**src/dii_package.sv**
```systemverilog
package dii_package;

   // One word of a packet on a debug channel
   typedef struct packed {
      logic [15:0] data;
      logic        last;                 // Final word of the packet
   } dii_flit;

   // Third word of every packet
   typedef struct packed {
      logic [3:0]  pkt_type;
      logic [11:0] arg;                  // Register or memory address
   } dii_hdr;

   typedef union packed {
      logic [15:0] raw;
      dii_hdr      hdr;
   } dii_word;

   localparam logic [3:0] REG_READ  = 4'd0;
   localparam logic [3:0] REG_WRITE = 4'd1;
   localparam logic [3:0] MEM_READ  = 4'd2;
   localparam logic [3:0] MEM_WRITE = 4'd3;
   localparam logic [3:0] RESP      = 4'd4;
   localparam logic [3:0] RESP_ERR  = 4'd5;

   localparam logic [15:0] HOST_ID = 16'h0000;   // Responses go back here

endpackage

```
**src/dii_channel.sv**
```systemverilog
`timescale 1ns/100ps

interface dii_channel import dii_package::*; ();

   dii_flit flit;
   logic    valid;
   logic    ready;

   modport sender (
      output flit,
      output valid,
      input  ready
   );

   modport receiver (
      input  flit,
      input  valid,
      output ready
   );

endinterface

```
**src/osd_him.sv**
```systemverilog
`timescale 1ns/100ps

module osd_him #(
   parameter int MAX_PKT_LEN = 8
) (
   input  logic         clk,
   input  logic         rst_n,
   input  logic [15:0]  host_in_data,
   input  logic         host_in_valid,
   output logic         host_in_ready,
   output logic [15:0]  host_out_data,
   output logic         host_out_valid,
   input  logic         host_out_ready,
   dii_channel.sender   dii_out,
   dii_channel.receiver dii_in
);

   localparam int CW = $clog2(MAX_PKT_LEN + 1);
   localparam int IW = $clog2(MAX_PKT_LEN);

   logic [CW-1:0] in_cnt;               // Words left in the current frame
   logic          in_take;

   logic [15:0]   pkt_buf [MAX_PKT_LEN];
   logic [CW-1:0] buf_cnt;
   logic          buf_full;
   logic [IW-1:0] rd_ptr;
   logic          sending;
   logic          cnt_sent;             // Length word already out
   logic          out_take;

   assign host_in_ready = (in_cnt == '0) || !dii_out.valid || dii_out.ready;
   assign in_take       = host_in_valid && host_in_ready;

   always_ff @(posedge clk or negedge rst_n) begin
      if (!rst_n) begin
         in_cnt        <= '0;
         dii_out.valid <= 1'b0;
      end else begin
         if (dii_out.ready)
            dii_out.valid <= 1'b0;
         if (in_take) begin
            if (in_cnt == '0) begin
               in_cnt <= host_in_data[CW-1:0];   // Length word
            end else begin
               in_cnt        <= in_cnt - 1'b1;
               dii_out.valid <= 1'b1;
            end
         end
      end
   end

   always_ff @(posedge clk) begin
      if (in_take && in_cnt != '0) begin
         dii_out.flit.data <= host_in_data;
         dii_out.flit.last <= (in_cnt == CW'(1));
      end
   end

   // Egress collects a whole response before framing it
   assign buf_full       = (buf_cnt == CW'(MAX_PKT_LEN));
   assign dii_in.ready   = !sending;
   assign host_out_valid = sending;
   assign host_out_data  = cnt_sent ? pkt_buf[rd_ptr] : {{(16-CW){1'b0}}, buf_cnt};
   assign out_take       = host_out_valid && host_out_ready;

   always_ff @(posedge clk) begin
      if (dii_in.valid && dii_in.ready && !buf_full)
         pkt_buf[buf_cnt[IW-1:0]] <= dii_in.flit.data;
   end

   always_ff @(posedge clk or negedge rst_n) begin
      if (!rst_n) begin
         buf_cnt  <= '0;
         rd_ptr   <= '0;
         sending  <= 1'b0;
         cnt_sent <= 1'b0;
      end else if (sending) begin
         if (out_take) begin
            if (!cnt_sent) begin
               cnt_sent <= 1'b1;
            end else if (CW'(rd_ptr) + 1'b1 == buf_cnt) begin
               sending  <= 1'b0;
               cnt_sent <= 1'b0;
               rd_ptr   <= '0;
               buf_cnt  <= '0;
            end else begin
               rd_ptr <= rd_ptr + 1'b1;
            end
         end
      end else if (dii_in.valid) begin
         if (!buf_full)
            buf_cnt <= buf_cnt + 1'b1;
         sending <= dii_in.flit.last;
      end
   end

endmodule

```
**src/osd_scm.sv**
```systemverilog
`timescale 1ns/100ps

module osd_scm import dii_package::*; #(
   parameter logic [15:0] SCM_ID    = 16'd1,
   parameter logic [15:0] SYSTEM_ID = 16'h5a3c
) (
   input  logic         clk,
   input  logic         rst_n,
   dii_channel.receiver dii_in,
   dii_channel.sender   dii_out,
   output logic         sys_rst,
   output logic         cpu_rst
);

   localparam logic [15:0] NUM_MOD = 16'd2;

   logic [2:0]  rx_cnt;                 // Request words seen, saturates at 4
   logic [15:0] src_q;
   dii_word     hdr_q;
   logic [15:0] data_q;
   logic        resp_active;
   logic [1:0]  resp_idx;
   logic [1:0]  ctrl;                   // Bit 0 system reset, bit 1 CPU reset
   logic        rd_ok;
   logic        wr_ok;
   logic [15:0] rd_data;
   dii_word     resp_hdr;
   logic        resp_last;
   logic        resp_fire;

   assign rd_ok = (rx_cnt >= 3'd3) && (hdr_q.hdr.pkt_type == REG_READ) &&
                  (hdr_q.hdr.arg <= 12'd2);
   assign wr_ok = (rx_cnt == 3'd4) && (hdr_q.hdr.pkt_type == REG_WRITE) &&
                  (hdr_q.hdr.arg == 12'd2);

   always_comb begin
      case (hdr_q.hdr.arg[1:0])
         2'd0:    rd_data = SYSTEM_ID;
         2'd1:    rd_data = NUM_MOD;
         default: rd_data = {14'd0, ctrl};
      endcase
   end

   always_comb begin
      resp_hdr.hdr.pkt_type = (rd_ok || wr_ok) ? RESP : RESP_ERR;
      resp_hdr.hdr.arg      = hdr_q.hdr.arg;
   end

   assign resp_last     = rd_ok ? (resp_idx == 2'd3) : (resp_idx == 2'd2);
   assign resp_fire     = dii_out.valid && dii_out.ready;
   assign dii_in.ready  = !resp_active;
   assign dii_out.valid = resp_active;

   always_comb begin
      dii_out.flit.last = resp_last;
      case (resp_idx)
         2'd0:    dii_out.flit.data = src_q;       // Back to the requester
         2'd1:    dii_out.flit.data = SCM_ID;
         2'd2:    dii_out.flit.data = resp_hdr.raw;
         default: dii_out.flit.data = rd_data;
      endcase
   end

   always_ff @(posedge clk or negedge rst_n) begin
      if (!rst_n) begin
         rx_cnt      <= 3'd0;
         resp_active <= 1'b0;
         resp_idx    <= 2'd0;
         ctrl        <= 2'd0;
      end else if (resp_active) begin
         if (resp_fire) begin
            if (resp_idx == 2'd0 && wr_ok)
               ctrl <= data_q[1:0];
            if (resp_last) begin
               resp_active <= 1'b0;
               resp_idx    <= 2'd0;
               rx_cnt      <= 3'd0;
            end else begin
               resp_idx <= resp_idx + 2'd1;
            end
         end
      end else if (dii_in.valid) begin
         if (rx_cnt != 3'd4)
            rx_cnt <= rx_cnt + 3'd1;
         resp_active <= dii_in.flit.last;
      end
   end

   always_ff @(posedge clk) begin
      if (dii_in.valid && dii_in.ready) begin
         case (rx_cnt)
            3'd1:    src_q     <= dii_in.flit.data;
            3'd2:    hdr_q.raw <= dii_in.flit.data;
            3'd3:    data_q    <= dii_in.flit.data;
            default: ;
         endcase
      end
   end

   assign sys_rst = ctrl[0];
   assign cpu_rst = ctrl[1];

endmodule

```
**src/osd_mam.sv**
```systemverilog
`timescale 1ns/100ps

module osd_mam import dii_package::*; #(
   parameter logic [15:0] MAM_ID         = 16'd2,
   parameter int          MEM_ADDR_WIDTH = 12
) (
   input  logic                      clk,
   input  logic                      rst_n,
   dii_channel.receiver              dii_in,
   dii_channel.sender                dii_out,
   output logic                      req_valid,
   input  logic                      req_ready,
   output logic                      req_rw,
   output logic [MEM_ADDR_WIDTH-1:0] req_addr,
   output logic [15:0]               write_data,
   input  logic                      read_valid,
   input  logic [15:0]               read_data
);

   localparam logic [1:0] S_RECV = 2'd0;
   localparam logic [1:0] S_REQ  = 2'd1;
   localparam logic [1:0] S_READ = 2'd2;
   localparam logic [1:0] S_RESP = 2'd3;

   logic [1:0]  state;
   logic [2:0]  rx_cnt;                 // Request words seen, saturates at 4
   logic [15:0] src_q;
   dii_word     hdr_q;
   logic [15:0] data_q;                 // Write data, later the read result
   logic [1:0]  resp_idx;
   logic        is_read;
   logic        is_write;
   logic        mem_ok;
   dii_word     resp_hdr;
   logic        resp_last;
   logic        resp_fire;

   assign is_read  = (rx_cnt >= 3'd3) && (hdr_q.hdr.pkt_type == MEM_READ);
   assign is_write = (rx_cnt == 3'd4) && (hdr_q.hdr.pkt_type == MEM_WRITE);
   assign mem_ok   = is_read || is_write;

   assign req_valid  = (state == S_REQ) && mem_ok;
   assign req_rw     = is_write;
   assign req_addr   = hdr_q.hdr.arg[MEM_ADDR_WIDTH-1:0];
   assign write_data = data_q;

   always_comb begin
      resp_hdr.hdr.pkt_type = mem_ok ? RESP : RESP_ERR;
      resp_hdr.hdr.arg      = hdr_q.hdr.arg;
   end

   assign resp_last     = is_read ? (resp_idx == 2'd3) : (resp_idx == 2'd2);
   assign resp_fire     = dii_out.valid && dii_out.ready;
   assign dii_in.ready  = (state == S_RECV);
   assign dii_out.valid = (state == S_RESP);

   always_comb begin
      dii_out.flit.last = resp_last;
      case (resp_idx)
         2'd0:    dii_out.flit.data = src_q;
         2'd1:    dii_out.flit.data = MAM_ID;
         2'd2:    dii_out.flit.data = resp_hdr.raw;
         default: dii_out.flit.data = data_q;
      endcase
   end

   always_ff @(posedge clk or negedge rst_n) begin
      if (!rst_n) begin
         state    <= S_RECV;
         rx_cnt   <= 3'd0;
         resp_idx <= 2'd0;
      end else begin
         case (state)
            S_RECV: begin
               if (dii_in.valid) begin
                  if (rx_cnt != 3'd4)
                     rx_cnt <= rx_cnt + 3'd1;
                  if (dii_in.flit.last)
                     state <= S_REQ;
               end
            end
            S_REQ: begin
               if (!mem_ok)
                  state <= S_RESP;                   // Error goes straight out
               else if (req_ready)
                  state <= is_write ? S_RESP : S_READ;
            end
            S_READ: begin
               if (read_valid)
                  state <= S_RESP;
            end
            default: begin
               if (resp_fire) begin
                  if (resp_last) begin
                     state    <= S_RECV;
                     rx_cnt   <= 3'd0;
                     resp_idx <= 2'd0;
                  end else begin
                     resp_idx <= resp_idx + 2'd1;
                  end
               end
            end
         endcase
      end
   end

   always_ff @(posedge clk) begin
      if (dii_in.valid && dii_in.ready) begin
         case (rx_cnt)
            3'd1:    src_q     <= dii_in.flit.data;
            3'd2:    hdr_q.raw <= dii_in.flit.data;
            3'd3:    data_q    <= dii_in.flit.data;
            default: ;
         endcase
      end
      if (state == S_READ && read_valid)
         data_q <= read_data;
   end

endmodule

```
**src/debug_ring.sv**
```systemverilog
`timescale 1ns/100ps

module debug_ring import dii_package::*; #(
   parameter logic [15:0] SCM_ID = 16'd1,
   parameter logic [15:0] MAM_ID = 16'd2
) (
   input  logic         clk,
   input  logic         rst_n,
   dii_channel.receiver host_in,
   dii_channel.sender   host_out,
   dii_channel.sender   scm_out,
   dii_channel.receiver scm_in,
   dii_channel.sender   mam_out,
   dii_channel.receiver mam_in
);

   localparam logic [1:0] SEL_SCM  = 2'd0;
   localparam logic [1:0] SEL_MAM  = 2'd1;
   localparam logic [1:0] SEL_DROP = 2'd2;

   logic       req_first;               // Next request flit is a destination word
   logic [1:0] req_sel_q;
   logic [1:0] req_sel;
   logic       req_take;

   logic       resp_busy;               // Response packet in progress
   logic       resp_sel_q;
   logic       rr_mam;                  // MAM wins the next tie
   logic       grant_mam;
   logic       out_free;
   logic       src_valid;
   dii_flit    src_flit;
   logic       resp_take;

   always_comb begin
      req_sel = req_sel_q;
      if (req_first) begin
         if (host_in.flit.data == SCM_ID)
            req_sel = SEL_SCM;
         else if (host_in.flit.data == MAM_ID)
            req_sel = SEL_MAM;
         else
            req_sel = SEL_DROP;
      end
   end

   always_comb begin
      case (req_sel)
         SEL_SCM: host_in.ready = !scm_out.valid || scm_out.ready;
         SEL_MAM: host_in.ready = !mam_out.valid || mam_out.ready;
         default: host_in.ready = 1'b1;           // Unknown destination is swallowed
      endcase
   end

   assign req_take = host_in.valid && host_in.ready;

   always_ff @(posedge clk or negedge rst_n) begin
      if (!rst_n) begin
         req_first     <= 1'b1;
         req_sel_q     <= SEL_DROP;
         scm_out.valid <= 1'b0;
         mam_out.valid <= 1'b0;
      end else begin
         if (scm_out.ready)
            scm_out.valid <= 1'b0;
         if (mam_out.ready)
            mam_out.valid <= 1'b0;
         if (req_take) begin
            req_first <= host_in.flit.last;
            req_sel_q <= req_sel;
            if (req_sel == SEL_SCM)
               scm_out.valid <= 1'b1;
            if (req_sel == SEL_MAM)
               mam_out.valid <= 1'b1;
         end
      end
   end

   always_ff @(posedge clk) begin
      if (req_take && req_sel == SEL_SCM)
         scm_out.flit <= host_in.flit;
      if (req_take && req_sel == SEL_MAM)
         mam_out.flit <= host_in.flit;
   end

   // Responses are merged a whole packet at a time
   always_comb begin
      if (resp_busy)
         grant_mam = resp_sel_q;
      else if (rr_mam)
         grant_mam = mam_in.valid || !scm_in.valid;
      else
         grant_mam = mam_in.valid && !scm_in.valid;
   end

   assign out_free     = !host_out.valid || host_out.ready;
   assign src_valid    = grant_mam ? mam_in.valid : scm_in.valid;
   assign src_flit     = grant_mam ? mam_in.flit : scm_in.flit;
   assign scm_in.ready = !grant_mam && out_free;
   assign mam_in.ready = grant_mam && out_free;
   assign resp_take    = src_valid && out_free;

   always_ff @(posedge clk or negedge rst_n) begin
      if (!rst_n) begin
         host_out.valid <= 1'b0;
         resp_busy      <= 1'b0;
         resp_sel_q     <= 1'b0;
         rr_mam         <= 1'b0;
      end else begin
         if (host_out.ready)
            host_out.valid <= 1'b0;
         if (resp_take) begin
            host_out.valid <= 1'b1;
            resp_busy      <= !src_flit.last;
            resp_sel_q     <= grant_mam;
            if (src_flit.last)
               rr_mam <= !grant_mam;
         end
      end
   end

   always_ff @(posedge clk) begin
      if (resp_take)
         host_out.flit <= src_flit;
   end

endmodule

```
**src/debug_system.sv**
```systemverilog
`timescale 1ns/100ps

module debug_system #(
   parameter logic [15:0] SCM_ID         = 16'd1,
   parameter logic [15:0] MAM_ID         = 16'd2,
   parameter logic [15:0] SYSTEM_ID      = 16'h5a3c,
   parameter int          MEM_ADDR_WIDTH = 12,
   parameter int          MAX_PKT_LEN    = 8
) (
   input  logic                      clk,
   input  logic                      rst_n,

   input  logic [15:0]               host_in_data,
   input  logic                      host_in_valid,
   output logic                      host_in_ready,
   output logic [15:0]               host_out_data,
   output logic                      host_out_valid,
   input  logic                      host_out_ready,

   output logic                      sys_rst,
   output logic                      cpu_rst,

   output logic                      req_valid,
   input  logic                      req_ready,
   output logic                      req_rw,
   output logic [MEM_ADDR_WIDTH-1:0] req_addr,
   output logic [15:0]               write_data,
   input  logic                      read_valid,
   input  logic [15:0]               read_data
);

   dii_channel him_req ();
   dii_channel him_resp ();
   dii_channel scm_req ();
   dii_channel scm_resp ();
   dii_channel mam_req ();
   dii_channel mam_resp ();

   osd_him #(.MAX_PKT_LEN(MAX_PKT_LEN))
   u_him (.*,
          .dii_out (him_req),
          .dii_in  (him_resp));

   debug_ring #(.SCM_ID(SCM_ID), .MAM_ID(MAM_ID))
   u_ring (.clk      (clk),
           .rst_n    (rst_n),
           .host_in  (him_req),
           .host_out (him_resp),
           .scm_out  (scm_req),
           .scm_in   (scm_resp),
           .mam_out  (mam_req),
           .mam_in   (mam_resp));

   osd_scm #(.SCM_ID(SCM_ID), .SYSTEM_ID(SYSTEM_ID))
   u_scm (.*,
          .dii_in  (scm_req),
          .dii_out (scm_resp));

   osd_mam #(.MAM_ID(MAM_ID), .MEM_ADDR_WIDTH(MEM_ADDR_WIDTH))
   u_mam (.*,
          .dii_in  (mam_req),
          .dii_out (mam_resp));

endmodule

```
**config.mk**
```make
export PLATFORM = sky130hd
export DESIGN_NAME = debug_system
export DESIGN_NICKNAME = d
export VERILOG_FILES = /design/src/dii_package.sv /design/src/dii_channel.sv /design/src/osd_him.sv /design/src/osd_scm.sv /design/src/osd_mam.sv /design/src/debug_ring.sv /design/src/debug_system.sv
export SDC_FILE = /design/constraint.sdc
export NUM_CORES = 1
export LEC_CHECK = 0
export BUFFER_PORTS_ARGS = -buffer_cell sky130_fd_sc_hd__buf_2
export CORE_UTILIZATION = 55
export CTS_BUF_LIST = sky130_fd_sc_hd__clkbuf_8
export DETAILED_ROUTE_END_ITERATION = 6
export HOLD_SLACK_MARGIN = 0.05
export PLACE_DENSITY = 0.78
export SLEW_MARGIN = 5
export SYNTH_ARGS = -nofsm -noshare
export SYNTH_HDL_FRONTEND = slang
export SYNTH_SLANG_ARGS = --single-unit
```
**constraint.sdc**
```tcl
create_clock -name clk -period 5.4 [get_ports clk]
set_input_delay 0.81 -clock clk [delete_from_list [all_inputs] [get_ports clk]]
set_output_delay 0.81 -clock clk [all_outputs]
set_load 0.05 [all_outputs]
```
==> results.cfg <==
[outcome]
run_status = finished, final reports clean

[grt]
grt_max_degree = 39
grt_pass1_vias = 7236
overflow = 0
antenna_found_initial = 1
grt_pass1_wl_um = 38300
grt_util_all_layers_pct = 20.8

[timing]
fmax_mhz = 273
finalSetupTns_ns = 0
fin_ws_ns = 1.74
finalCritPeriodShare_pct = 67.8
worst_pin_slew_ns = 1.12
period_needed_ns = 3.66
fin_skew_ns = 0.0192
setup_violations = 0
hold_violations = 0
drv_slew = 0
rsz0062_at_grt = no
hold_slack_ns = 0.395
relSlewSlack_pct = 25.7

[die]
die_h_um = 155
initial_core_util_pct = 56.7
dieArea_sq_mm = 0.0242
fp.dieW_um = 155
ioPinCount = 88
core_area_sq_mm = 0.0228
rows = 55

[setup_path]
setup.worst_path.start = u_him.dii_out.flit[3]$_DFFE_PP_
arrival_ns = 2.85
critical_path_required_ns = 4.59
r2r-start = u_mam.state[0]$_DFFE_PN0P_
cp-start-kind = register
critPathKind = register to output port
cp-end-kind = output port
rrSetupSlack_ns = 2.62
worstPathMaxFanout = 8

[drt]
wl_um = 24500
ant_nets = 0
route.detailed.wl_per_inst_um = 19.6
drtPass1Iterations = 5
vias = 7094
viasPerCell = 5.68
drc_errors = 0
drtIter0Drc = 535

[logic_synthesis]
synth-async-reset-ratio_pct = 12.0
synth.avg_cell_area_sq_um = 16.2
yosys_warnings = 0
netlist_top_cells_area = edfxtp_1, dfrtp_1, mux4_2
yosysTopAreaCell = edfxtp_1
netlist.area_leader.share_pct = 64.5
synthDistinctLibCells = 58
syn_nets = 866
syn_inst = 800
synth_edf_count = 278
synth_area_sq_mm = 0.0129
synth-seq-area-share_pct = 71.9
ys_ff_latch = 316
synth_flop_cell = edfxtp_1

[placement]
dp_hpwl_um = 16100
dp_slack_ns = 2.33
gp_congestion = 0.791
dp_cells = 1162
io_buffers = 87

[final_layout]
mostFrequentLayoutCell = edfxtp_1
seqCellArea_sq_mm = 0.00930
fillers = 1607
final_cells = 1250
multi_input_area_sq_mm = 0.00338
layout.nets = 965
n_antenna_cell = 0
areaGrowthSynthToFinish_pct = 13.1
layout-drive-gt1-share_pct = 25.5
mostFrequentLayoutCells = edfxtp_1, buf_2, nand2_1

[clock_tree]
tritoncts = built
post-cts-setup-buffers = 0
cts_max_level = 2
clock-sinks = 316
cts_root_buf = clkbuf_8
path_clk_slew_ns = 0.07
clk_latency_ns = 0.55
clock_path_buffers = 3
cts_buffers = 48
cts_resized = 0
cts_hold_buffers = 0

[job]
maxCapViolCount = 0

[power_and_ir_drop]
max-vdd-ir-drop_v = 0.000286
p_leak_nw = 5.19
powerDensity_mw_per_mm2 = 540

[worst_hold_path]
hold_path.class = input pin to asynchronous set/reset pin
## cell type report
class | count | area share [%]
clock buffer | 51 | 4.80
clock inverter | 37 | 1.82
inverter | 28 | 0.718
multi-input combinational | 411 | 23.1
sequential | 316 | 63.6
tap | 313 | 2.68
timing repair buffer | 94 | 3.33
## routing by layer
layer | track usage (%) | wire (um) | up-vias
met5 | 0 | 17 | -
met4 | 6.86 | 475 | 2
met3 | 4.57 | 1530 | 46
met2 | 34.7 | 12100 | 264
met1 | 27.2 | 10400 | 3505
li1 | - | - | 3277
## cell families after synthesis
logic type | count (synthesis) | share of synthesized area (%)
AND/OR/NAND/NOR | 173 | 6.46
buffers and inverters | 73 | 2.51
AO/OA/AOI/OAI | 127 | 6.78
multiplexers | 77 | 9.28
XOR/XNOR | 6 | 0.406
adder cells (fa/ha/maj) | 28 | 2.71
flip-flops | 316 | 71.9
## worst max-delay path, stage by stage, from the launching register on
cell and delay, ns:
edfxtp_1 0.43, nor4_1 0.35, nand4_1 0.31, o31a_1 0.42, a211oi_4 0.47, nand2_1 0.09, buf_2 0.22
## path summary, 6_finish.rpt
kind	endpoint	depth (start not counted)
setup / recovery	host_in_ready	6
min in group clk	u_him.dii_out.flit[15]$_DFFE_PP_	1
hold reg to reg	u_scm.src_q[3]$_DFFE_PP_	0
hold / removal	u_scm.dii_out.valid$_DFF_PN0_	1
setup reg to reg	u_ring.host_out.flit[1]$_DFFE_PP_	7
max in group asynchronous	u_him.rd_ptr[0]$_DFFE_PN0P_	1
## cells in the mapped netlist (16+ instances only)
cell type  number
mux4_2         32
nand2_1        63
clkbuf_1       27
nor2b_1        16
mux2i_1        21
nor2_1         38
ha_1           28
mux2_2         24
a22oi_1        16
dfrtp_1        36
inv_1          28
edfxtp_1      278
o21ai_0        27
a21oi_1        26
## power by group
group	switching, mW	internal, mW	total [mW]
clock network	0.887	1.07	1.96
registers	0.474	3.25	3.73
logic	1.39	0.826	2.22
## sequential cells by signal (all words and copies together), names as in the netlist, 16 cells and up
signal / count
u_him.pkt_buf: 128
u_him.dii_out.flit: 17
u_ring.host_out.flit: 17
u_ring.mam_out.flit: 17
u_ring.scm_out.flit: 17
u_mam.hdr_q: 16
u_mam.src_q: 16
u_mam.write_data: 16
u_scm.hdr_q: 16
u_scm.src_q: 16
## through the flow
| step | instance area, sq um | util [%] | total power, mW |
|---|---|---|---|
| floorplan | 12900 | - | 5.37 |
| global placement | 13700 | 59.8 | 5.93 |
| detailed placement | 13700 | 59.8 | 5.99 |
| CTS | 14600 | 64.1 | 7.95 |
| global route | 14600 | 64.1 | 8.31 |
| finish | 14600 | 64.1 | 7.90 |
No activity file was read; power rests on OpenSTA's default activity.
